[src/pipeCpuPkg.sv]
`default_nettype none

package pipeCpuPkg;

	// Datapath and register number widths
	typedef logic [31:0] wordT;
	typedef logic [4:0] regAddrT;

	// EX operand source select
	typedef logic [1:0] fwdSelT;
	localparam fwdSelT fwdRegFile = 2'd0;
	localparam fwdSelT fwdMemWb = 2'd1;
	localparam fwdSelT fwdExMem = 2'd2;

	// Opcode field values
	localparam logic [5:0] opRtype = 6'h00;
	localparam logic [5:0] opBeq = 6'h04;
	localparam logic [5:0] opAddi = 6'h08;
	localparam logic [5:0] opLw = 6'h23;
	localparam logic [5:0] opSw = 6'h2b;
	// Function field values for R-type
	localparam logic [5:0] fnAdd = 6'h20;
	localparam logic [5:0] fnSub = 6'h22;

	// ID/EX record, loads keep their destination in rt
	typedef struct packed {
		logic regWrite;
		logic memRead;
		logic memToReg;
		logic memWrite;
		logic aluSub;
		logic aluImm;
		regAddrT rs;
		regAddrT rt;
		regAddrT rd;
		wordT rsVal;
		wordT rtVal;
		wordT imm;
	} idExT;

	// EX/MEM record
	typedef struct packed {
		logic regWrite;
		logic memToReg;
		logic memWrite;
		regAddrT rs;
		regAddrT rt;
		regAddrT rd;
		wordT aluOut;
		wordT storeVal;
	} exMemT;

	// MEM/WB record
	typedef struct packed {
		logic regWrite;
		logic memToReg;
		regAddrT rt;
		regAddrT rd;
		wordT result;
	} memWbT;

	// Source registers seen in ID
	typedef struct packed {
		regAddrT rs;
		regAddrT rt;
		logic branch;
	} idHazT;

	// Hazard unit decisions
	typedef struct packed {
		fwdSelT forwardA;
		fwdSelT forwardB;
		logic memToMem;
		logic forwardC;
		logic forwardD;
		logic [1:0] writeToRead;
		logic stall;
	} fwdCtrlT;

endpackage

`default_nettype wire

[src/registerFile.sv]
`timescale 1ns/100ps
`default_nettype none

module registerFile (
	input logic clk,
	input logic reset,
	input pipeCpuPkg::regAddrT rdAddrA,
	input pipeCpuPkg::regAddrT rdAddrB,
	output pipeCpuPkg::wordT rdDataA,
	output pipeCpuPkg::wordT rdDataB,
	input logic wrEn,
	input pipeCpuPkg::regAddrT wrAddr,
	input pipeCpuPkg::wordT wrData
);
	import pipeCpuPkg::*;

	wordT regs [32];

	// Writes to r0 dropped
	always_ff @(posedge clk) begin
		if (reset) begin
			for (int i = 0; i < 32; i++) begin
				regs[i] <= '0;
			end
		end else if (wrEn && (wrAddr != '0)) begin
			regs[wrAddr] <= wrData;
		end
	end

	// Asynchronous reads
	assign rdDataA = regs[rdAddrA];
	assign rdDataB = regs[rdAddrB];

endmodule

`default_nettype wire

[config.mk]
export PLATFORM = sky130hd
export DESIGN_NAME = registerFile
export DESIGN_NICKNAME = d
export VERILOG_FILES = /design/src/pipeCpuPkg.sv /design/src/registerFile.sv
export SDC_FILE = /design/constraint.sdc
export NUM_CORES = 2
export LEC_CHECK = 0
export BUFFER_PORTS_ARGS = -buffer_cell sky130_fd_sc_hd__buf_2
export CELL_PAD_IN_SITES_DETAIL_PLACEMENT = 2
export CELL_PAD_IN_SITES_GLOBAL_PLACEMENT = 2
export CORE_MARGIN = 3
export CORE_UTILIZATION = 45
export CTS_CLUSTER_SIZE = 30
export DETAILED_ROUTE_END_ITERATION = 16
export PLACE_DENSITY_LB_ADDON = 0.25
export SLEW_MARGIN = 20
export SYNTH_ARGS = -nofsm -noshare
export SYNTH_HDL_FRONTEND = slang
export SYNTH_SLANG_ARGS = --single-unit
[constraint.sdc]
create_clock -name clk -period 2.9 [get_ports clk]
set_clock_uncertainty 0.2 [all_clocks]
set_input_delay 0.29 -clock clk [delete_from_list [all_inputs] [get_ports clk]]
set_output_delay 0.29 -clock clk [all_outputs]
set_load 0.01 [all_outputs]
==> reports/results.ini <==
[status]
outcome=complete, but fails checks
violations=negative setup slack

[floorplan]
die_w_um=358.4
start_util_pct=45.62
core_area_um2=122500
die_height_um=358.4
rows=128
die-area_um2=128500
ios=114

[cts]
htree_levels=3
clockBufferDepth=3
clock_tree.root_cell=clkbuf_16
cts.clk_slew.worst_paths_ns=0.07
cts_made_buffers=117
cts.sinks=1024
cts_tree=done

[global_routing]
grt.met2_usage_pct=62.22
antenna_found_initial=30
grt_pass1_vias=47570
met1_usage_pct=49.43
grtUsageTotal_pct=38.86
grt.busiest_layer=met2
grt_pass1_wl_um=356300
grt_use_met3_pct=7.904
grt_max_degree=65
overflow=0

[route]
drt-pass1-iter-count=6
totalWireLength_um=252600
ant_nets=0
post_drt_wl_per_cell_um=38.94
via_per_inst=6.747
vias=43770
drt-initial-drc-count=5674
drc=0

[sta]
rsz0062_at_grt=yes
finalMaxSlewViolations=0
finalHoldViolations=0
slew_headroom_pct=44.70
finalSetupViolCount=2
holdWs_ns=0.07402
finalCritPeriodShare_pct=101.0
setup_ws_ns=-0.02905
fin_crit_ns=2.929
finalSetupTns_ns=-0.03628
timing.fmax_mhz=341.4
max_slew.worst_pin.slew_ns=0.8295

[place]
port_buffers=113
dpl-instance-area_um2=60160
pre_cts_ws_ns=0.1449
dpl.hpwl_um=150300
place_congestion=0.8364

[logic_synthesis]
synth-adder-area-share_pct=0
synth_mux_area_share_pct=18.34
yosys_warnings=0
synth_top_family_by_area=multiplexers
avgSynthCellArea_um2=12.14
synth_xor_area_share_pct=0
syn-instance-count=4605
yosys.area.top_type=edfxtp_1
synthDistinctLibCells=29
synth-compound-area-share_pct=7.020
yosys.area_share.simple_pct=15.73
synthTopCellsByArea=edfxtp_1 55%, mux2i_1 18%, and2_1 11%
synth_area_um2=55900
yosysSeqAreaShare_pct=55.01
ys_seq_elements=1024
yosysTopAreaCellShare_pct=55.01

[layout]
largest_reg_flops=1024
final_cell_area_um2=64250
multi_input_area_um2=23450
n_fill_cell=11510
most-common-layout-cells=1,024 x edfxtp_1, 1,018 x mux2i_1, 992 x and2_1
regArea_um2=30750
layout_commonest_cell=edfxtp_1
largest-register=regs
reg_top3=regs: 1024 flops
syn2layout_area_growth_pct=14.95
final_layout_size_suffix_gt1_share_pct=13.47
layout.nets=4795

[power]
leakage_uw=0.02531
ir_worst_vdd_v=0.0004690
powerDensity_nw_per_um2=580.9
report.power.total_uw=37320

[setup_path]
path_max_fanout=2
cp.arrival_ns=2.44
crit_required_ns=2.41
crit_path_start_kind=flop
crit_type=flop to primary output
end_kind=primary output

[job]
maxCapViolations=0

[min_path]
hp-class=primary input to flop

-- worst max-delay path, stage by stage (launching register included) --
cell and delay (ns):
edfxtp_1 0.45, mux2i_2 0.26, a22o_1 0.25, nor3_2 0.07
a31oi_2 0.28, buf_4 0.19, nand3_4 0.06, buf_6 0.13
-- cell families after synthesis --
group	count (synthesis)
buffers and inverters	446
AND/OR/NAND/NOR	1534
other	1
multiplexers	1024
flip-flops	1024
AO/OA/AOI/OAI	576
-- metal layers --
layer  wire, um  vias to the layer above
met5         34                        -
met4      12480                        6
li1           -                    17180
met1      95370                    23000
met2     120200                     2901
met3      24460                      685
-- power breakdown --
part           switching [uW]  internal (uW)  total, uW
registers                 576          17100      17700
logic                    3270           1720       5000
clock network            6590           8040      14600
total                   10400          26900      37300
-- path summary, 6_finish.rpt --
kind / end / startpoint / cells after the start / slack, ns
setup / recovery: rdDataA[13] / regs[2][13] / 7 / -0.03
hold / removal: regs[18][9] / wrData[9] / 2 / 0.07
-- cell type report --
cell class | instances | share of cell area (%)
Sequential cell | 1024 | 47.86
Multi-Input combinational cell | 3166 | 36.49
Timing Repair Buffer | 436 | 6.831
Clock buffer | 151 | 4.789
Tap cell | 1625 | 3.164
Clock inverter | 63 | 0.7790
Antenna cell | 22 | 0.08568
-- repair_timing --
action	4_1_cts	5_1_grt
gates resized for setup	13	18
hold endpoints to repair	713	0
buffers inserted	0	0
pin swaps	3	13
endpoints found under the setup margin	7	11
hold buffers	31	0
-- cells in the mapped netlist --
master,n
buf_4,63
a22oi_1,192
a31oi_1,64
or2_2,33
nand2b_1,5
or3b_4,2
clkbuf_2,9
a22o_1,128
nand3_1,193
nand3b_2,1
a21oi_1,192
nand3_2,1
buf_6,12
nor2_4,7
or3_1,2
edfxtp_1,1024
clkbuf_1,218
nor2_2,7
and2_1,994
clkbuf_4,7
conb_1,1
nor3_1,64
nand2_1,196
nand3b_1,3
buf_2,113
nor2b_1,5
nor2_1,21
mux2i_1,1024
buf_1,24
-- stage by stage --
| step | std cells | util, % |
|---|---|---|
| finish | 6487 | 52.44 |
| detailed placement | 6221 | 49.10 |
| global route | 6467 | 52.40 |
| floorplan | 4636 | - |
| global placement | 6221 | 49.10 |
| CTS | 6466 | 52.32 |
(Power assumes the default switching activity.)
