<file path="src/pipeCpuPkg.sv">
`default_nettype none

package pipeCpuPkg;

	// Datapath and register number widths
	typedef logic [31:0] wordT;
	typedef logic [4:0] regAddrT;

	// EX operand source select
	typedef logic [1:0] fwdSelT;
	localparam fwdSelT fwdRegFile = 2'd0;
	localparam fwdSelT fwdMemWb = 2'd1;
	localparam fwdSelT fwdExMem = 2'd2;

	// Opcode field values
	localparam logic [5:0] opRtype = 6'h00;
	localparam logic [5:0] opBeq = 6'h04;
	localparam logic [5:0] opAddi = 6'h08;
	localparam logic [5:0] opLw = 6'h23;
	localparam logic [5:0] opSw = 6'h2b;
	// Function field values for R-type
	localparam logic [5:0] fnAdd = 6'h20;
	localparam logic [5:0] fnSub = 6'h22;

	// ID/EX record, loads keep their destination in rt
	typedef struct packed {
		logic regWrite;
		logic memRead;
		logic memToReg;
		logic memWrite;
		logic aluSub;
		logic aluImm;
		regAddrT rs;
		regAddrT rt;
		regAddrT rd;
		wordT rsVal;
		wordT rtVal;
		wordT imm;
	} idExT;

	// EX/MEM record
	typedef struct packed {
		logic regWrite;
		logic memToReg;
		logic memWrite;
		regAddrT rs;
		regAddrT rt;
		regAddrT rd;
		wordT aluOut;
		wordT storeVal;
	} exMemT;

	// MEM/WB record
	typedef struct packed {
		logic regWrite;
		logic memToReg;
		regAddrT rt;
		regAddrT rd;
		wordT result;
	} memWbT;

	// Source registers seen in ID
	typedef struct packed {
		regAddrT rs;
		regAddrT rt;
		logic branch;
	} idHazT;

	// Hazard unit decisions
	typedef struct packed {
		fwdSelT forwardA;
		fwdSelT forwardB;
		logic memToMem;
		logic forwardC;
		logic forwardD;
		logic [1:0] writeToRead;
		logic stall;
	} fwdCtrlT;

endpackage

`default_nettype wire

</file>
<file path="src/hazardUnit.sv">
`timescale 1ns/100ps
`default_nettype none

module hazardUnit (
	input pipeCpuPkg::idHazT idHaz,
	input pipeCpuPkg::idExT idEx,
	input pipeCpuPkg::exMemT exMem,
	input pipeCpuPkg::memWbT memWb,
	output pipeCpuPkg::fwdCtrlT fwd
);
	import pipeCpuPkg::*;

	// ALU result in EX/MEM headed for a real register
	logic exAluHit;
	// ALU result in MEM/WB, matched on rd
	logic wbAluHit;
	// Load result in MEM/WB, matched on rt
	logic wbLoadHit;
	logic loadUse;
	logic branchUse;

	assign exAluHit = exMem.regWrite && (exMem.rd != '0);
	assign wbAluHit = memWb.regWrite && !memWb.memToReg && (memWb.rd != '0);
	assign wbLoadHit = memWb.memToReg && (memWb.rt != '0);

	// EX/MEM first, then MEM/WB, else the register value
	function automatic fwdSelT exSource(input regAddrT src, input exMemT em, input memWbT mw);
		logic emMatch;
		logic aluMatch;
		logic loadMatch;
		emMatch = em.regWrite && (em.rd != '0) && (em.rd == src);
		aluMatch = mw.regWrite && !mw.memToReg && (mw.rd != '0) && (mw.rd == src);
		// Any consumer in EX may take the load, stores included
		loadMatch = mw.memToReg && (mw.rt != '0) && (mw.rt == src);
		if (emMatch) begin
			return fwdExMem;
		end else if (aluMatch || loadMatch) begin
			return fwdMemWb;
		end
		return fwdRegFile;
	endfunction

	// Load in EX feeding the instruction in ID
	assign loadUse = idEx.memRead && ((idEx.rt == idHaz.rs) || (idEx.rt == idHaz.rt));
	// Branch operand still being computed in EX
	assign branchUse = idHaz.branch && idEx.regWrite && !idEx.memToReg &&
		((idEx.rd == idHaz.rs) || (idEx.rd == idHaz.rt));

	always_comb begin
		fwd.forwardA = exSource(idEx.rs, exMem, memWb);
		fwd.forwardB = exSource(idEx.rt, exMem, memWb);
		// Store in MEM right behind a load of its data register
		fwd.memToMem = (exMem.rt == memWb.rt) && memWb.memToReg && exMem.memWrite;
		// Branch compare from EX/MEM
		fwd.forwardC = idHaz.branch && exAluHit && (exMem.rd == idHaz.rs);
		fwd.forwardD = idHaz.branch && exAluHit && (exMem.rd == idHaz.rt);
		// WB result read in the same cycle, bit 0 for rs and bit 1 for rt
		fwd.writeToRead[0] = (wbLoadHit && (memWb.rt == idHaz.rs)) ||
			(wbAluHit && (memWb.rd == idHaz.rs));
		fwd.writeToRead[1] = (wbLoadHit && (memWb.rt == idHaz.rt)) ||
			(wbAluHit && (memWb.rd == idHaz.rt));
		// Hold PC and IF/ID, bubble into ID/EX
		fwd.stall = loadUse || branchUse;
	end

endmodule

`default_nettype wire

</file>
<file path="config.mk">
export PLATFORM = sky130hd
export DESIGN_NAME = hazardUnit
export DESIGN_NICKNAME = d
export VERILOG_FILES = /design/src/pipeCpuPkg.sv /design/src/hazardUnit.sv
export SDC_FILE = /design/constraint.sdc
export NUM_CORES = 1
export LEC_CHECK = 0
export BUFFER_PORTS_ARGS = -buffer_cell sky130_fd_sc_hd__buf_2
export CAP_MARGIN = 20
export CORE_AREA = 2 2 103 105
export DETAILED_ROUTE_END_ITERATION = 7
export DIE_AREA = 0 0 105 107
export GPL_TIMING_DRIVEN = 0
export SYNTH_ARGS = -nofsm -noshare
export SYNTH_HDL_FRONTEND = slang
export SYNTH_SLANG_ARGS = --single-unit
</file>
<file path="constraint.sdc">
create_clock -name vclk -period 1.45
set_input_delay 0.145 -clock vclk [all_inputs]
set_output_delay 0.145 -clock vclk [all_outputs]
set_load 0.03 [all_outputs]
</file>
==> impl_metrics.yaml <==
routing:
  routed_wirelength_microns: 5220
  dr.pass1.iters: 4
  vias: 1291
  antenna_left: 0
  post-route-drc-count: 0
  wl_per_cell_microns: 15.4
  vias_per_cell: 3.82
  drtIter0Drc: 68
synth:
  synth.most_common_cell: "xnor2_1"
  syn_nets: 416
  ys_warn_count: 0
  synth_cell_type_count: 25
  yosysTopAreaCell: "xnor2_1"
  netlist.area_leader.share_pct: 31.2
  synth_area_per_cell_sq_um: 7.46
  ys_top_cells_by_count: "xnor2_1 (43), xor2_1 (41), clkbuf_1 (15)"
  synth_seq_area_share_pct: 0
  syn-cell-area_sq_um: 1210
  synth_cells: 162
  ys_top_cells_by_area: "xnor2_1 (31%), xor2_1 (30%), nand4_1 (5.7%)"
global_route:
  grt.met2_usage_pct: 16.6
  grt_use_total_pct: 8.94
  antenna_found_initial: 0
  grt_max_degree: 7
  gr-usage-met3_pct: 1.76
  grt_first_pass_wirelength_microns: 7860
  met1_usage_pct: 10.7
  overflow: 0
  grt-busiest-layer: "met2"
  grt_pass1_vias: 1374
timing:
  fin_crit_sh_pct: 107
  max_freq_mhz: 645
  finalSetupViolations: 6
  worst_slew_pin_slew_ns: 0.416
  slew_viol_final: 0
  rsz0062_at_grt: "true"
  slew-limit-headroom_pct: 72.3
  finalHoldViolCount: 0
  hold_slack_ns: 0.629
  min_period_ns: 1.55
  setup_slack_ns: -0.100
final_layout:
  final_area_sq_um: 1860
  regArea_sq_um: 0
  num_antenna_cells: 0
  n_sequential_cell: 0
  n_clock_buffer: 0
  drive_gt1_share_pct: 40.6
  final_nets: 458
  syn_to_final_growth_pct: 53.7
  fill_cells: 1163
floorplanning:
  die_area_sq_um: 11200
  die_h_microns: 107
  ios: 264
  rows: 37
  die_x_microns: 105
  core_area_sq_um: 10100
  start_util_pct: 12.0
placement:
  io_buffers: 33
  gp_congestion: 0.787
  post-dp-hpwl_microns: 4400
  placed_area_sq_um: 1610
power_and_ir_drop:
  peakVddDrop_uv: 93.9
  p_leak_nw: 0.689
  power_density_nw_per_um2: 291
worst_setup_path:
  crit_family: "simple AND/OR/NAND/NOR gates"
  start_kind: "input pin"
  cp_num_cells: 6
  crit_path_cell_trace: "buf_8, or4_4, o21ai_4, nor4_4, a21oi_4, buf_6"
  crit_required_ns: 1.31
  crit_type: "in -> out"
  endpoint: "fwd[6]"
  cp-end-kind: "output pin"
  crit_slowest_cell: "or4_4"
  crit_fanout: 2
  cp.arrival_ns: 1.40
  critPathBufInv: 2
  slowest_delay_ns: 0.54
  worstSetupStartpoint: "exMem[68]"
status:
  status: "finished with violations"
  violations: "negative setup slack"
worst_hold_path:
  worstHoldPathType: "in -> out"
run:
  maxCapViolations: 0
-- area by class of cell --
class / instances / area (sq um) / share of cell area (%)
tap: 136 / 170 / 9.16
multi-input combinational: 132 / 1150 / 61.8
timing repair buffer: 40 / 277 / 14.9
buffer: 30 / 263 / 14.1
-- through the flow --
stage | TNS, ns | std cells | power, mW | util (%) | worst slack [ns]
after floorplan | -0.844 | 162 | 0.346 | - | -0.289
after detailed placement | -1.81 | 331 | 0.473 | 15.9 | -0.413
after global placement | -1.76 | 331 | 0.460 | 15.9 | -0.395
after global routing | -0.788 | 338 | 0.584 | 18.4 | -0.134
after CTS | -0.548 | 333 | 0.512 | 17.3 | -0.122
final | -0.465 | 338 | 0.541 | 18.4 | -0.100
-- how the worst min path moves through the flow --
stage               cells past startpoint  slack [ns]      start      to
finish                                  3        0.63  idEx[115]  fwd[0]
detailed placement                      3        0.65  idEx[115]  fwd[0]
CTS                                     3        0.61  idEx[115]  fwd[0]
global placement                        4        0.65  exMem[79]  fwd[5]
floorplan                               2        0.46  memWb[42]  fwd[5]
global route                            3        0.64  idEx[115]  fwd[0]
-- tightest hold or removal path: stages --
cell	delay (ns)
buf_2	0.07
a211o_1	0.13
buf_6	0.13
-- layer usage --
| metal | vias up | routed length, microns |
|---|---|---|
| met5 | - | 0 |
| li1 | 606 | - |
| met2 | 43 | 2650 |
| met1 | 632 | 2170 |
| met4 | 0 | 108 |
| met3 | 10 | 285 |
-- cells in the final DEF, fill, tap and decap left out --
cell / n
clkbuf_1: 3
nor4_4: 2
clkbuf_16: 1
nor3_1: 7
o31ai_4: 2
buf_8: 4
a21oi_4: 1
nand2b_1: 1
nor4_1: 2
or4_1: 1
nor3_2: 2
o21ai_4: 1
buf_2: 30
or4_4: 3
a21oi_2: 2
nand3b_1: 1
o22ai_1: 1
nand3_1: 5
buf_6: 10
xnor2_1: 43
a211o_1: 1
clkbuf_2: 9
buf_12: 3
nor2_1: 2
xor2_2: 2
o21a_1: 1
xor2_1: 40
o211ai_1: 1
nand4_1: 11
buf_4: 10
-- cells by family after synthesis --
group	share of synthesized area (%)
simple gates	18.8
xor+xnor	62.2
buf+inv	12.6
compound gates	6.32
-- where the power goes --
part	internal, mW	leakage [nW]	total [mW]	switching, mW
logic	0.260	0.689	0.541	0.281
registers	0	0	0	0
clock network	0	0	0	0
-- timing repair --
action | CTS | global route
hold buffers | 0 | 0
pin swaps | 6 | 10
endpoints found under the setup margin | 9 | 9
gates cloned | 0 | 0
buffers inserted | 2 | 5
gates resized for setup | 42 | 25
Power figures use the tool's default switching activity.
