**config.mk**
```make
export PLATFORM = sky130hd
export DESIGN_NAME = executeMemory
export DESIGN_NICKNAME = d
export VERILOG_FILES = /design/src/pipeCpuPkg.sv /design/src/executeMemory.sv
export SDC_FILE = /design/constraint.sdc
export NUM_CORES = 2
export LEC_CHECK = 0
export BUFFER_PORTS_ARGS = -buffer_cell sky130_fd_sc_hd__buf_2
export CAP_MARGIN = 10
export CORE_MARGIN = 2
export CORE_UTILIZATION = 56
export CTS_BUF_LIST = sky130_fd_sc_hd__clkbuf_4
export DETAILED_ROUTE_END_ITERATION = 7
export HOLD_SLACK_MARGIN = 0.1
export PLACE_DENSITY = 0.74
export RECOVER_POWER = 50
export SETUP_SLACK_MARGIN = 0.05
export SYNTH_ARGS = -nofsm -noshare
export SYNTH_HDL_FRONTEND = slang
export SYNTH_SLANG_ARGS = --single-unit
```
**constraint.sdc**
```tcl
create_clock -name clk -period 6.9 [get_ports clk]
set_clock_uncertainty 0.2 [all_clocks]
set_input_delay 0.345 -clock clk [delete_from_list [all_inputs] [get_ports clk]]
set_output_delay 0.345 -clock clk [all_outputs]
set_load 0.01 [all_outputs]
```
**src/pipeCpuPkg.sv**
```systemverilog
`default_nettype none

package pipeCpuPkg;

	// Datapath and register number widths
	typedef logic [31:0] wordT;
	typedef logic [4:0] regAddrT;

	// EX operand source select
	typedef logic [1:0] fwdSelT;
	localparam fwdSelT fwdRegFile = 2'd0;
	localparam fwdSelT fwdMemWb = 2'd1;
	localparam fwdSelT fwdExMem = 2'd2;

	// Opcode field values
	localparam logic [5:0] opRtype = 6'h00;
	localparam logic [5:0] opBeq = 6'h04;
	localparam logic [5:0] opAddi = 6'h08;
	localparam logic [5:0] opLw = 6'h23;
	localparam logic [5:0] opSw = 6'h2b;
	// Function field values for R-type
	localparam logic [5:0] fnAdd = 6'h20;
	localparam logic [5:0] fnSub = 6'h22;

	// ID/EX record, loads keep their destination in rt
	typedef struct packed {
		logic regWrite;
		logic memRead;
		logic memToReg;
		logic memWrite;
		logic aluSub;
		logic aluImm;
		regAddrT rs;
		regAddrT rt;
		regAddrT rd;
		wordT rsVal;
		wordT rtVal;
		wordT imm;
	} idExT;

	// EX/MEM record
	typedef struct packed {
		logic regWrite;
		logic memToReg;
		logic memWrite;
		regAddrT rs;
		regAddrT rt;
		regAddrT rd;
		wordT aluOut;
		wordT storeVal;
	} exMemT;

	// MEM/WB record
	typedef struct packed {
		logic regWrite;
		logic memToReg;
		regAddrT rt;
		regAddrT rd;
		wordT result;
	} memWbT;

	// Source registers seen in ID
	typedef struct packed {
		regAddrT rs;
		regAddrT rt;
		logic branch;
	} idHazT;

	// Hazard unit decisions
	typedef struct packed {
		fwdSelT forwardA;
		fwdSelT forwardB;
		logic memToMem;
		logic forwardC;
		logic forwardD;
		logic [1:0] writeToRead;
		logic stall;
	} fwdCtrlT;

endpackage

`default_nettype wire

```
**src/executeMemory.sv**
```systemverilog
`timescale 1ns/100ps
`default_nettype none

module executeMemory #(
	parameter int dmemWords = 64
) (
	input logic clk,
	input logic reset,
	input pipeCpuPkg::idExT idEx,
	input pipeCpuPkg::fwdCtrlT fwd,
	output pipeCpuPkg::exMemT exMem,
	output pipeCpuPkg::memWbT memWb,
	output logic wrEn,
	output pipeCpuPkg::regAddrT wrAddr,
	output pipeCpuPkg::wordT wrData,
	output logic storeValid,
	output pipeCpuPkg::wordT storeAddr,
	output pipeCpuPkg::wordT storeData,
	output logic wbValid,
	output pipeCpuPkg::regAddrT wbReg,
	output pipeCpuPkg::wordT wbData
);
	import pipeCpuPkg::*;

	localparam int dIdxW = $clog2(dmemWords);

	// Word-addressed data memory
	wordT dmem [dmemWords];
	// EX operands after forwarding
	wordT opA;
	wordT opB;
	wordT aluB;
	wordT aluOut;
	// MEM side
	logic [dIdxW-1:0] memIdx;
	wordT loadData;
	wordT storeSel;

	// Register value, MEM/WB or EX/MEM
	function automatic wordT pickOperand(input fwdSelT sel, input wordT regVal,
			input wordT exVal, input wordT wbVal);
		case (sel)
			fwdExMem: return exVal;
			fwdMemWb: return wbVal;
			default: return regVal;
		endcase
	endfunction

	assign opA = pickOperand(fwd.forwardA, idEx.rsVal, exMem.aluOut, memWb.result);
	assign opB = pickOperand(fwd.forwardB, idEx.rtVal, exMem.aluOut, memWb.result);
	// Loads and stores use rs plus imm
	assign aluB = idEx.aluImm ? idEx.imm : opB;
	assign aluOut = idEx.aluSub ? (opA - aluB) : (opA + aluB);

	// EX/MEM
	always_ff @(posedge clk) begin
		if (reset) begin
			exMem <= '0;
		end else begin
			exMem.regWrite <= idEx.regWrite;
			exMem.memToReg <= idEx.memToReg;
			exMem.memWrite <= idEx.memWrite;
			exMem.rs <= idEx.rs;
			exMem.rt <= idEx.rt;
			exMem.rd <= idEx.rd;
			exMem.aluOut <= aluOut;
			// Forwarded rt is the store data
			exMem.storeVal <= opB;
		end
	end

	assign memIdx = exMem.aluOut[dIdxW+1:2];
	assign loadData = dmem[memIdx];
	// Loaded word copied straight into a following store
	assign storeSel = fwd.memToMem ? memWb.result : exMem.storeVal;

	always_ff @(posedge clk) begin
		if (exMem.memWrite) begin
			dmem[memIdx] <= storeSel;
		end
	end

	// MEM/WB
	always_ff @(posedge clk) begin
		if (reset) begin
			memWb <= '0;
		end else begin
			memWb.regWrite <= exMem.regWrite;
			memWb.memToReg <= exMem.memToReg;
			memWb.rt <= exMem.rt;
			memWb.rd <= exMem.rd;
			memWb.result <= exMem.memToReg ? loadData : exMem.aluOut;
		end
	end

	assign storeValid = exMem.memWrite;
	assign storeAddr = exMem.aluOut;
	assign storeData = storeSel;

	// Loads write rt, ALU ops write rd
	assign wrEn = memWb.regWrite || memWb.memToReg;
	assign wrAddr = memWb.memToReg ? memWb.rt : memWb.rd;
	assign wrData = memWb.result;

	// Retirement strobe
	assign wbValid = wrEn;
	assign wbReg = wrAddr;
	assign wbData = wrData;

endmodule

`default_nettype wire

```
==> impl_metrics.ini <==
[pwr]
p_int_mw = 23.76
p_sw_mw = 11.64
p_clk_share_pct = 30.1
p_leak_nw = 32.73
seqPwrFrac_pct = 44.6
vdd_drop_max_mv = 0.2645
p_comb_share_pct = 25.3
swShare_pct = 32.89
p_per_area_nw_per_um2 = 359.6

[clocking]
cts_buffers = 543
clock_sinks = 2174
worstSkewPairLatency_ns = 1.40
clockRootBuffer = clkbuf_4
cts-htree-levels = 6
clk_pin_slew_ns = 0.06
cts_buffer_depth = 4
tritoncts = yes

[floorplan]
die-area_sq_um = 152900
start_util_pct = 56.21
num_rows = 142
die-width_um = 391.0
die_h_um = 391.0
ios = 396
core_sq_um = 149200

[route]
dr.pass1.iters = 8
drc = 0
avgRoutedWirePerCell_um = 32.41
drt_iter0_markers = 9132
routed_wl_um = 274500
final_antenna_net_count = 0
via_count = 56850
routed_via_density = 6.714

[finish]
finalNonFillerCells = 8468
multi_input_area_sq_um = 18060
fin_nets = 6331
seqCellArea_sq_um = 64040
syn_to_final_growth_pct = 17.37
drive_gt1_share_pct = 22.81
fillers = 9984

[timing]
worstMarginPinSlew_ns = 3.610
setup_ws_ns = 0.2235
fin_hold_ws_ns = 0.2199
drv_slew = 1897
fin_crit_sh_pct = 96.76
hold_violations = 0
grt_setup_unrepaired = no
relSlewSlack_pct = -140.7
fin_crit_ns = 6.677
fmax_ghz = 0.1498
tns_ns = 0
setup_viol = 0

[logic_synthesis]
synth_ff_type = edfxtp_1
synth-warning-count = 0
ys_ff_latch = 2174
synth_area_sq_um = 83890
async_flop_share_pct = 0
ys_top_cells_by_area = edfxtp_1 73%, a22oi_1 5.0%, dfxtp_1 3.0%
synth_enable_flop_cells = 2048
syn_avg_cell_area_sq_um = 16.39
synthDistinctLibCells = 78
seq_area_frac_synth_pct = 76.32
post-synth-top-area-fraction_pct = 73.31
synth.net_count = 5290
netlist_instances = 5117
synth_top_area_cell = edfxtp_1

[critical_path]
start_kind = flop
reg2reg_depth = 20
r2r_slack_ns = 0.22
crit_top_cell = dlygate4sd3_1
crit_required_ns = 7.93
crit_type = flop to flop
cpPeakStageDelay_ns = 0.60
crit_path_top_delay_cell = dlygate4sd3_1
cp_max_fo = 6
cp-end-kind = flop
cp_cell_sequence = clkbuf_1 > a221oi_1 > o22ai_1 > o31ai_1 > nand4b_1 > nor3_4 > nand2_1 > o21a_1 > xnor2_1 > dlygate4sd3_1 > ha_1 > dlygate4sd3_1 > a21oi_1 > o21ai_0 > a21oi_1 > dlygate4sd3_1 > nor2_1 > a211oi_1 > dlygate4sd3_1 > mux2_2
critical_path_arrival_ns = 7.70

[grt]
overflow = 0
grt_antenna_before_repair = 25
grt_pass1_wl_um = 385200
grt_pass1_vias = 55540
track_usage_pct = 35.40
grt_max_degree = 94

[placed_design]
io_buffers = 389
place_hpwl_um = 157700
dpl.cell_count = 7207
dp_slack_ns = 0.6983
place.gp.congestion = 0.9515

[min_path]
min_path_cells = 4
min-delay-path-class = input port to flop

[run]
cap_violations = 31

[outcome]
failed_checks = max-capacitance violations, max-slew violations
outcome = finished, violations left
flip-flops by register name, summed over array words and instances, names as in the netlist:
name / flops
storeAddr: 32
wbData: 32
memWb: 12
storeValid: 1
dmem: 2048
exMem: 49
layout by cell type (no fill, tap or decap), drive strengths merged, types with 18 or more instances in the layout:
master / n
edfxtp: 2048
clkbuf: 956
a22oi: 556
buf: 437
dlygate4sd3: 343
nor2: 226
a221oi: 216
a22o: 188
nand2: 154
o21ai: 142
a31oi: 133
dfxtp: 126
a21oi: 122
mux2: 92
clkinv: 76
nor2b: 63
nand4: 60
ha: 43
mux2i: 42
inv: 41
nor3: 36
xnor2: 34
a311oi: 28
nand3: 27
a221o: 25
a211oi: 24
o31ai: 23
or2: 21
nand2b: 19
nor4: 19
diode: 18
o211ai: 18
timing repair:
action,CTS,global route
buffers inserted,0,5
hold buffers,343,0
endpoints found under the setup margin,0,11
resized for setup,0,16
endpoints found under the hold margin,181,0
path summary, 6_finish.rpt:
| check | from | end |
|---|---|---|
| worst min-delay path | idEx[105] | exMem[73] |
| worst max register to register | wbData[11] | storeAddr[31] |
| worst max-delay path | wbData[11] | storeAddr[31] |
| worst min register to register | exMem[67] | memWb[35] |
critical path, delay by kind of cell (launching register included):
| family | cells | cell delay (ns) |
|---|---|---|
| AO/OA/AOI/OAI | 8 | 1.77 |
| buffers and inverters | 5 | 2.73 |
| XOR/XNOR | 1 | 0.12 |
| AND/OR/NAND/NOR | 4 | 0.84 |
| adder cells (fa/ha/maj) | 1 | 0.21 |
| flip-flops | 1 | 0.30 |
| multiplexers | 1 | 0.33 |
Yosys cell counts, drive strengths merged, types with 24 or more instances:
master,instances
dfxtp,126
inv,26
a21oi,122
a221oi,216
edfxtp,2048
nor2,226
clkbuf,155
a311oi,28
nor2b,63
ha,43
a22o,188
mux2,92
a221o,25
nor3,36
nand4,60
buf,298
a31oi,133
a211oi,24
mux2i,42
a22oi,556
nand2,154
o21ai,142
xnor2,34
nand3,27
stage by stage:
step | power, mW | utilization (%) | cell area, sq um
2_1_floorplan | 20.44 | - | 83890
3_3_place_gp | 24.04 | 59.31 | 88520
3_5_place_dp | 24.16 | 59.31 | 88520
4_1_cts | 35.02 | 66.07 | 98610
5_1_grt | 36.38 | 65.96 | 98440
6_report | 35.41 | 65.98 | 98460
power by group through the flow:
stage          logic [mW]  registers (mW)  clock network [mW]
3_3_place_gp         8.10            15.9                   0
6_report             8.96            15.8                10.7
2_1_floorplan        4.75            15.7                   0
5_1_grt              9.26            15.8                11.3
3_5_place_dp         8.21            16.0                   0
4_1_cts              8.64            15.7                10.7
per-layer routing:
layer | GRT usage, % | routed length (um) | vias up | part of all wire [%]
met5 | 0 | 80 | - | 0.029
met4 | 20.67 | 18340 | 12 | 6.7
met3 | 11.77 | 41920 | 933 | 15
met2 | 53.32 | 123000 | 4976 | 45
met1 | 45.03 | 91130 | 27620 | 33
li1 | - | - | 23310 | -
kinds of logic after synthesis:
group | count (synthesis) | synth area share (%)
AOI/OAI and AO/OA | 1565 | 13.88
xor gates and xnor gates | 47 | 0.4907
adders and majority gates | 44 | 0.6652
buffers and inverters | 480 | 2.874
DFF | 2174 | 76.32
muxes | 142 | 1.951
and+or+nand+nor | 665 | 3.823
layout make-up:
cell class	count	share of cell area, %
sequential	2174	65.04
multi-input combinational	2463	18.35
tap	1944	2.470
antenna	18	0.04575
clock buffer	787	6.000
timing repair buffer	949	7.239
inverter	27	0.1029
clock inverter	106	0.7548
Note: power is estimated with default switching activity, not from simulation.
