## config.mk

```make
export PLATFORM = sky130hd
export DESIGN_NAME = fetchDecode
export DESIGN_NICKNAME = d
export VERILOG_FILES = /design/src/pipeCpuPkg.sv /design/src/fetchDecode.sv
export SDC_FILE = /design/constraint.sdc
export NUM_CORES = 2
export LEC_CHECK = 0
export BUFFER_PORTS_ARGS = -buffer_cell sky130_fd_sc_hd__buf_2
export CORE_ASPECT_RATIO = 0.5
export CORE_UTILIZATION = 40
export CTS_CLUSTER_DIAMETER = 50
export CTS_CLUSTER_SIZE = 8
export DETAILED_ROUTE_END_ITERATION = 8
export MAX_ROUTING_LAYER = met4
export PLACE_DENSITY = 0.66
export RECOVER_POWER = 25
export SLEW_MARGIN = 20
export SYNTH_ARGS = -nofsm -noshare
export SYNTH_HDL_FRONTEND = slang
export SYNTH_SLANG_ARGS = --single-unit
```

## constraint.sdc

```tcl
create_clock -name clk -period 4.24 [get_ports clk]
set_input_delay 0.424 -clock clk [delete_from_list [all_inputs] [get_ports clk]]
set_output_delay 0.424 -clock clk [all_outputs]
set_load 0.01 [all_outputs]
```

## src/pipeCpuPkg.sv

```systemverilog
`default_nettype none

package pipeCpuPkg;

	// Datapath and register number widths
	typedef logic [31:0] wordT;
	typedef logic [4:0] regAddrT;

	// EX operand source select
	typedef logic [1:0] fwdSelT;
	localparam fwdSelT fwdRegFile = 2'd0;
	localparam fwdSelT fwdMemWb = 2'd1;
	localparam fwdSelT fwdExMem = 2'd2;

	// Opcode field values
	localparam logic [5:0] opRtype = 6'h00;
	localparam logic [5:0] opBeq = 6'h04;
	localparam logic [5:0] opAddi = 6'h08;
	localparam logic [5:0] opLw = 6'h23;
	localparam logic [5:0] opSw = 6'h2b;
	// Function field values for R-type
	localparam logic [5:0] fnAdd = 6'h20;
	localparam logic [5:0] fnSub = 6'h22;

	// ID/EX record, loads keep their destination in rt
	typedef struct packed {
		logic regWrite;
		logic memRead;
		logic memToReg;
		logic memWrite;
		logic aluSub;
		logic aluImm;
		regAddrT rs;
		regAddrT rt;
		regAddrT rd;
		wordT rsVal;
		wordT rtVal;
		wordT imm;
	} idExT;

	// EX/MEM record
	typedef struct packed {
		logic regWrite;
		logic memToReg;
		logic memWrite;
		regAddrT rs;
		regAddrT rt;
		regAddrT rd;
		wordT aluOut;
		wordT storeVal;
	} exMemT;

	// MEM/WB record
	typedef struct packed {
		logic regWrite;
		logic memToReg;
		regAddrT rt;
		regAddrT rd;
		wordT result;
	} memWbT;

	// Source registers seen in ID
	typedef struct packed {
		regAddrT rs;
		regAddrT rt;
		logic branch;
	} idHazT;

	// Hazard unit decisions
	typedef struct packed {
		fwdSelT forwardA;
		fwdSelT forwardB;
		logic memToMem;
		logic forwardC;
		logic forwardD;
		logic [1:0] writeToRead;
		logic stall;
	} fwdCtrlT;

endpackage

`default_nettype wire

```

## src/fetchDecode.sv

```systemverilog
`timescale 1ns/100ps
`default_nettype none

module fetchDecode #(
	parameter int imemWords = 64
) (
	input logic clk,
	input logic reset,
	input logic progWrite,
	input logic [$clog2(imemWords)-1:0] progAddr,
	input pipeCpuPkg::wordT progData,
	input pipeCpuPkg::fwdCtrlT fwd,
	input pipeCpuPkg::exMemT exMem,
	input pipeCpuPkg::memWbT memWb,
	output pipeCpuPkg::idHazT idHaz,
	output pipeCpuPkg::idExT idEx,
	output pipeCpuPkg::regAddrT rdAddrA,
	output pipeCpuPkg::regAddrT rdAddrB,
	input pipeCpuPkg::wordT rdDataA,
	input pipeCpuPkg::wordT rdDataB
);
	import pipeCpuPkg::*;

	localparam int iIdxW = $clog2(imemWords);

	// Byte-addressed PC, word-addressed memory
	wordT pc;
	wordT pcPlus4;
	wordT imem [imemWords];
	// IF/ID
	wordT ifIdInstr;
	wordT ifIdPcNext;
	logic ifIdValid;
	// Decode fields
	logic [5:0] opcode;
	logic [5:0] funct;
	wordT immExt;
	wordT target;
	// Store whose data register is loaded by the instruction in EX
	logic storeAfterLoad;
	// Operands after WB bypass, then after EX/MEM forward for the compare
	wordT idRsVal;
	wordT idRtVal;
	wordT brA;
	wordT brB;
	logic taken;
	idExT dec;

	// Program port, open during reset
	always_ff @(posedge clk) begin
		if (progWrite) begin
			imem[progAddr] <= progData;
		end
	end

	assign pcPlus4 = pc + 32'd4;

	always_ff @(posedge clk) begin
		if (reset) begin
			pc <= '0;
		end else if (taken) begin
			pc <= target;
		end else if (!fwd.stall) begin
			pc <= pcPlus4;
		end
	end

	// Taken branch squashes the slot behind it
	always_ff @(posedge clk) begin
		if (reset || taken) begin
			ifIdValid <= 1'b0;
		end else if (!fwd.stall) begin
			ifIdValid <= 1'b1;
		end
	end

	always_ff @(posedge clk) begin
		if (!fwd.stall && !taken) begin
			ifIdInstr <= imem[pc[iIdxW+1:2]];
			ifIdPcNext <= pcPlus4;
		end
	end

	assign opcode = ifIdInstr[31:26];
	assign funct = ifIdInstr[5:0];
	assign immExt = {{16{ifIdInstr[15]}}, ifIdInstr[15:0]};
	assign target = ifIdPcNext + (immExt << 2);
	assign rdAddrA = ifIdInstr[25:21];
	assign rdAddrB = ifIdInstr[20:16];

	// Loaded word reaches the store in MEM, so no stall on its data register
	assign storeAfterLoad = ifIdValid && (opcode == opSw) && idEx.memRead &&
		(idEx.rt == ifIdInstr[20:16]);

	always_comb begin
		idHaz.rs = ifIdInstr[25:21];
		idHaz.rt = storeAfterLoad ? '0 : ifIdInstr[20:16];
		idHaz.branch = ifIdValid && (opcode == opBeq);
	end

	// No internal bypass in the register file
	assign idRsVal = fwd.writeToRead[0] ? memWb.result : rdDataA;
	assign idRtVal = fwd.writeToRead[1] ? memWb.result : rdDataB;
	assign brA = fwd.forwardC ? exMem.aluOut : idRsVal;
	assign brB = fwd.forwardD ? exMem.aluOut : idRtVal;
	// Operands are stale while stalled
	assign taken = idHaz.branch && (brA == brB) && !fwd.stall;

	always_comb begin
		dec = '0;
		if (ifIdValid) begin
			dec.rs = ifIdInstr[25:21];
			dec.rt = ifIdInstr[20:16];
			dec.rsVal = idRsVal;
			dec.rtVal = idRtVal;
			dec.imm = immExt;
			case (opcode)
				opRtype: begin
					dec.regWrite = 1'b1;
					dec.aluSub = (funct == fnSub);
					// Other functions, the zero word too, land in r0
					dec.rd = ((funct == fnAdd) || (funct == fnSub)) ? ifIdInstr[15:11] : '0;
				end
				opAddi: begin
					dec.regWrite = 1'b1;
					dec.aluImm = 1'b1;
					dec.rd = ifIdInstr[20:16];
				end
				opLw: begin
					dec.memRead = 1'b1;
					dec.memToReg = 1'b1;
					dec.aluImm = 1'b1;
				end
				opSw: begin
					dec.memWrite = 1'b1;
					dec.aluImm = 1'b1;
				end
				// BEQ finishes here
				default: ;
			endcase
		end
	end

	always_ff @(posedge clk) begin
		if (reset || fwd.stall) begin
			idEx <= '0;
		end else begin
			idEx <= dec;
		end
	end

endmodule

`default_nettype wire

```

==> impl_metrics.ini <==
[sta]
min_period_ns = 3.41
max_freq_mhz = 293
tns_ns = 0
finalCritPeriodShare = 0.805
finalMaxSlewViolations = 1560
tightest_slew_ns = 3.11
hold_violations = 0
finalSetupViolations = 0
rsz0062_at_grt = false
relSlewSlack = -1.08
skew_ns = 0.0540

[critical_path]
required_ns = 4.86
r2r_end = ifIdPcNext[2]
ff2ff_setup_slack_ns = 0.83
worst_ep_arrival_time_ns = 4.03
worstSetupPathType = reg -> reg
path_max_fanout = 18
worstSetupEndpoint = ifIdPcNext[2]
worstRegToRegCells = 9
worstSetupEndpointType = register
critPathLaunch = ifIdInstr[27]
worst_setup_path_start_kind = register
worstReg2RegStart = ifIdInstr[27]

[cts]
clock_path_buffers = 4
cts_buffers = 327
clk_pin_slew_ns = 0.05
cts_tree = done
cts_setup_buffers = 0
htreeDepth = 5
cts_root_buffer = clkbuf_16
clk_latency_ns = 0.93
cts_sinks = 2193

[run_status]
outcome = complete, but fails checks
violations = max-capacitance violations, max-slew violations

[power]
pwr-share-seq = 0.484
peakVddDrop_v = 0.000323
power_density_nw_per_um2 = 495
pwr-share-clk = 0.451
p_int_mw = 39.5
p_sw_mw = 10.5
pwr-share-comb = 0.065
p_leak_nw = 32.1
p_sw_frac = 0.210

[logic_synthesis]
synth.top_cells.by_area = edfxtp_1 74%, mux4_2 18%, dfxtp_1 2.5%, mux2i_1 0.69%, xnor2_1 0.65%
synth_area_sq_um = 84500
ys_seq_elements = 2193
yosysWarnings = 0
syn_avg_cell_area_sq_um = 23.4
synth_cell_types = 61
synth_nets = 3865
synth_top_cell_by_area = edfxtp_1
synthFlopType = edfxtp_1
synthArstFlopShare = 0
synthDominantCellAreaShare = 0.742
ys_seq_area_frac = 0.767
syn_inst = 3617
synth_edf_count = 2086

[global_route]
grt_overflow = 0
grt_pass1_vias = 43900
grt_start_max_net_pins = 79
track_usage = 0.219
grt_pass1_wl_um = 322000
antenna_found_initial = 24

[final_layout]
drive_above_1_share = 0.357
fin_util = 0.484
area_growth_pct = 19.5
final_nets = 4577

[place]
dp_hpwl_um = 131000
gp_congestion = 0.860
port_buffers = 311

[drt]
vias_per_cell = 5.88
route.vias.total = 42600
drt_wl_total_um = 228000
drt_iter0_markers = 5815
antenna_left = 0
drc_errors = 0
wire_per_inst_um = 31.5
firstDrtPassIters = 5

[die]
die_h_um = 327
ios = 379
core_area_sq_um = 208000
die_area_sq_um = 213000
die_w_um = 652
rows = 118
initial_core_util = 0.405

[worst_hold_path]
hold_class = in -> reg

[flow_run]
maxCapViolCount = 24
[cell usage in the layout, fill, tap and decap left out, drive strengths merged, types with 9 or more instances in the layout]
cell         instances
dfxtp              107
buf                459
nor4                10
edfxtp            2086
xnor2               63
mux4               672
and3                39
o21ai               10
inv                 10
nand2               20
nor3                 9
mux2                14
dlygate4sd3        122
clkinv              10
nand3               17
nor2               133
mux2i               60
clkbuf             419
nor2b               15
xor2                33
diode               13
a21oi               23
[registers in the layout (all words and copies together), names as in the netlist]
signal      cells
pc              6
idEx          100
ifIdInstr      32
imem         2048
ifIdValid       1
ifIdPcNext      6
[cell families after synthesis]
kind of cell    after synthesis  synth area share
compound gates               77           0.00606
xor+xnor                     96           0.00995
fa+ha+maj                     7           0.00113
buf+inv                     230            0.0122
flops                      2193             0.767
mux                         746             0.188
simple gates                268            0.0155
[through the flow]
stage	power [mW]	instance area [sq um]	setup slack, ns	hold WS, ns	std cells
2_1_floorplan	26.3	84500	0.269	0.451	3617
3_3_place_gp	27.6	91000	0.351	0.468	6697
3_5_place_dp	27.7	91000	0.380	0.483	6697
4_1_cts	50.2	101000	0.877	0.0309	7227
5_1_grt	51.3	101000	0.678	0.0717	7236
6_report	50.0	101000	0.826	0.0324	7242
[critical path, stage by stage, from the launching register on]
cell and delay, ns:
edfxtp_1 0.37, or4_1 0.61, or3_1 0.58, a21oi_1 0.19
nand3_1 0.12, nor4_1 0.25, nand3_1 0.35, nor2_1 0.33
nor2_4 0.07, buf_4 0.24
[how the worst min path moves through the flow]
stage / end / from / cells after the start
after floorplan: idEx[10] / ifIdInstr[10] / 1
after global placement: idEx[7] / ifIdInstr[7] / 1
after detailed placement: idEx[7] / ifIdInstr[7] / 1
after CTS: idEx[92] / rdDataA[28] / 3
after global routing: idEx[74] / rdDataA[10] / 3
final: idEx[92] / rdDataA[28] / 3
[Yosys cell counts (6+ instances only)]
cell type  number
buf_4          33
xnor2_1        63
nand3_1        17
nor3_1          9
a21oi_1        23
ha_1            6
nor4_1          8
nand2_1        20
o22ai_1         8
mux2_2         13
dfxtp_1       107
o21ai_0        10
mux2i_1        58
clkbuf_1      135
nor2_1        133
inv_1           6
edfxtp_1     2086
buf_1          45
nor2b_1        15
xor2_1         33
a22o_1          8
mux4_2        672
nand4_1         6
and3_1         39
[power groups by stage]
stage / combinational [mW] / clock [mW] / sequential, mW
2_1_floorplan: 1.84 / 0 / 24.4
3_3_place_gp: 3.07 / 0 / 24.5
3_5_place_dp: 3.13 / 0 / 24.6
4_1_cts: 3.26 / 22.8 / 24.2
5_1_grt: 3.43 / 23.7 / 24.2
6_report: 3.26 / 22.5 / 24.2
[repair_timing]
item                                    CTS  global route
hold endpoints to repair                 66            16
endpoints found under the setup margin    0             0
resized for setup                         0             0
hold buffers                            121             1
[final cells by class]
cell class / instances / area [sq um]
fillers: 16400 / 108000
flip-flops and latches: 2193 / 64800
multi-input cells: 1194 / 19200
clock buffers: 395 / 8540
repair buffers: 605 / 4690
well taps: 2820 / 3530
clock inverters: 14 / 169
diodes: 13 / 32.5
inverters: 8 / 30.0
[metal layers]
layer | global-route usage | wire length, um
met3 | 0.0470 | 23600
met5 | - | 0
met2 | 0.338 | 109000
met1 | 0.293 | 89000
met4 | 0.0723 | 7120
Power figures use the tool's default switching activity.
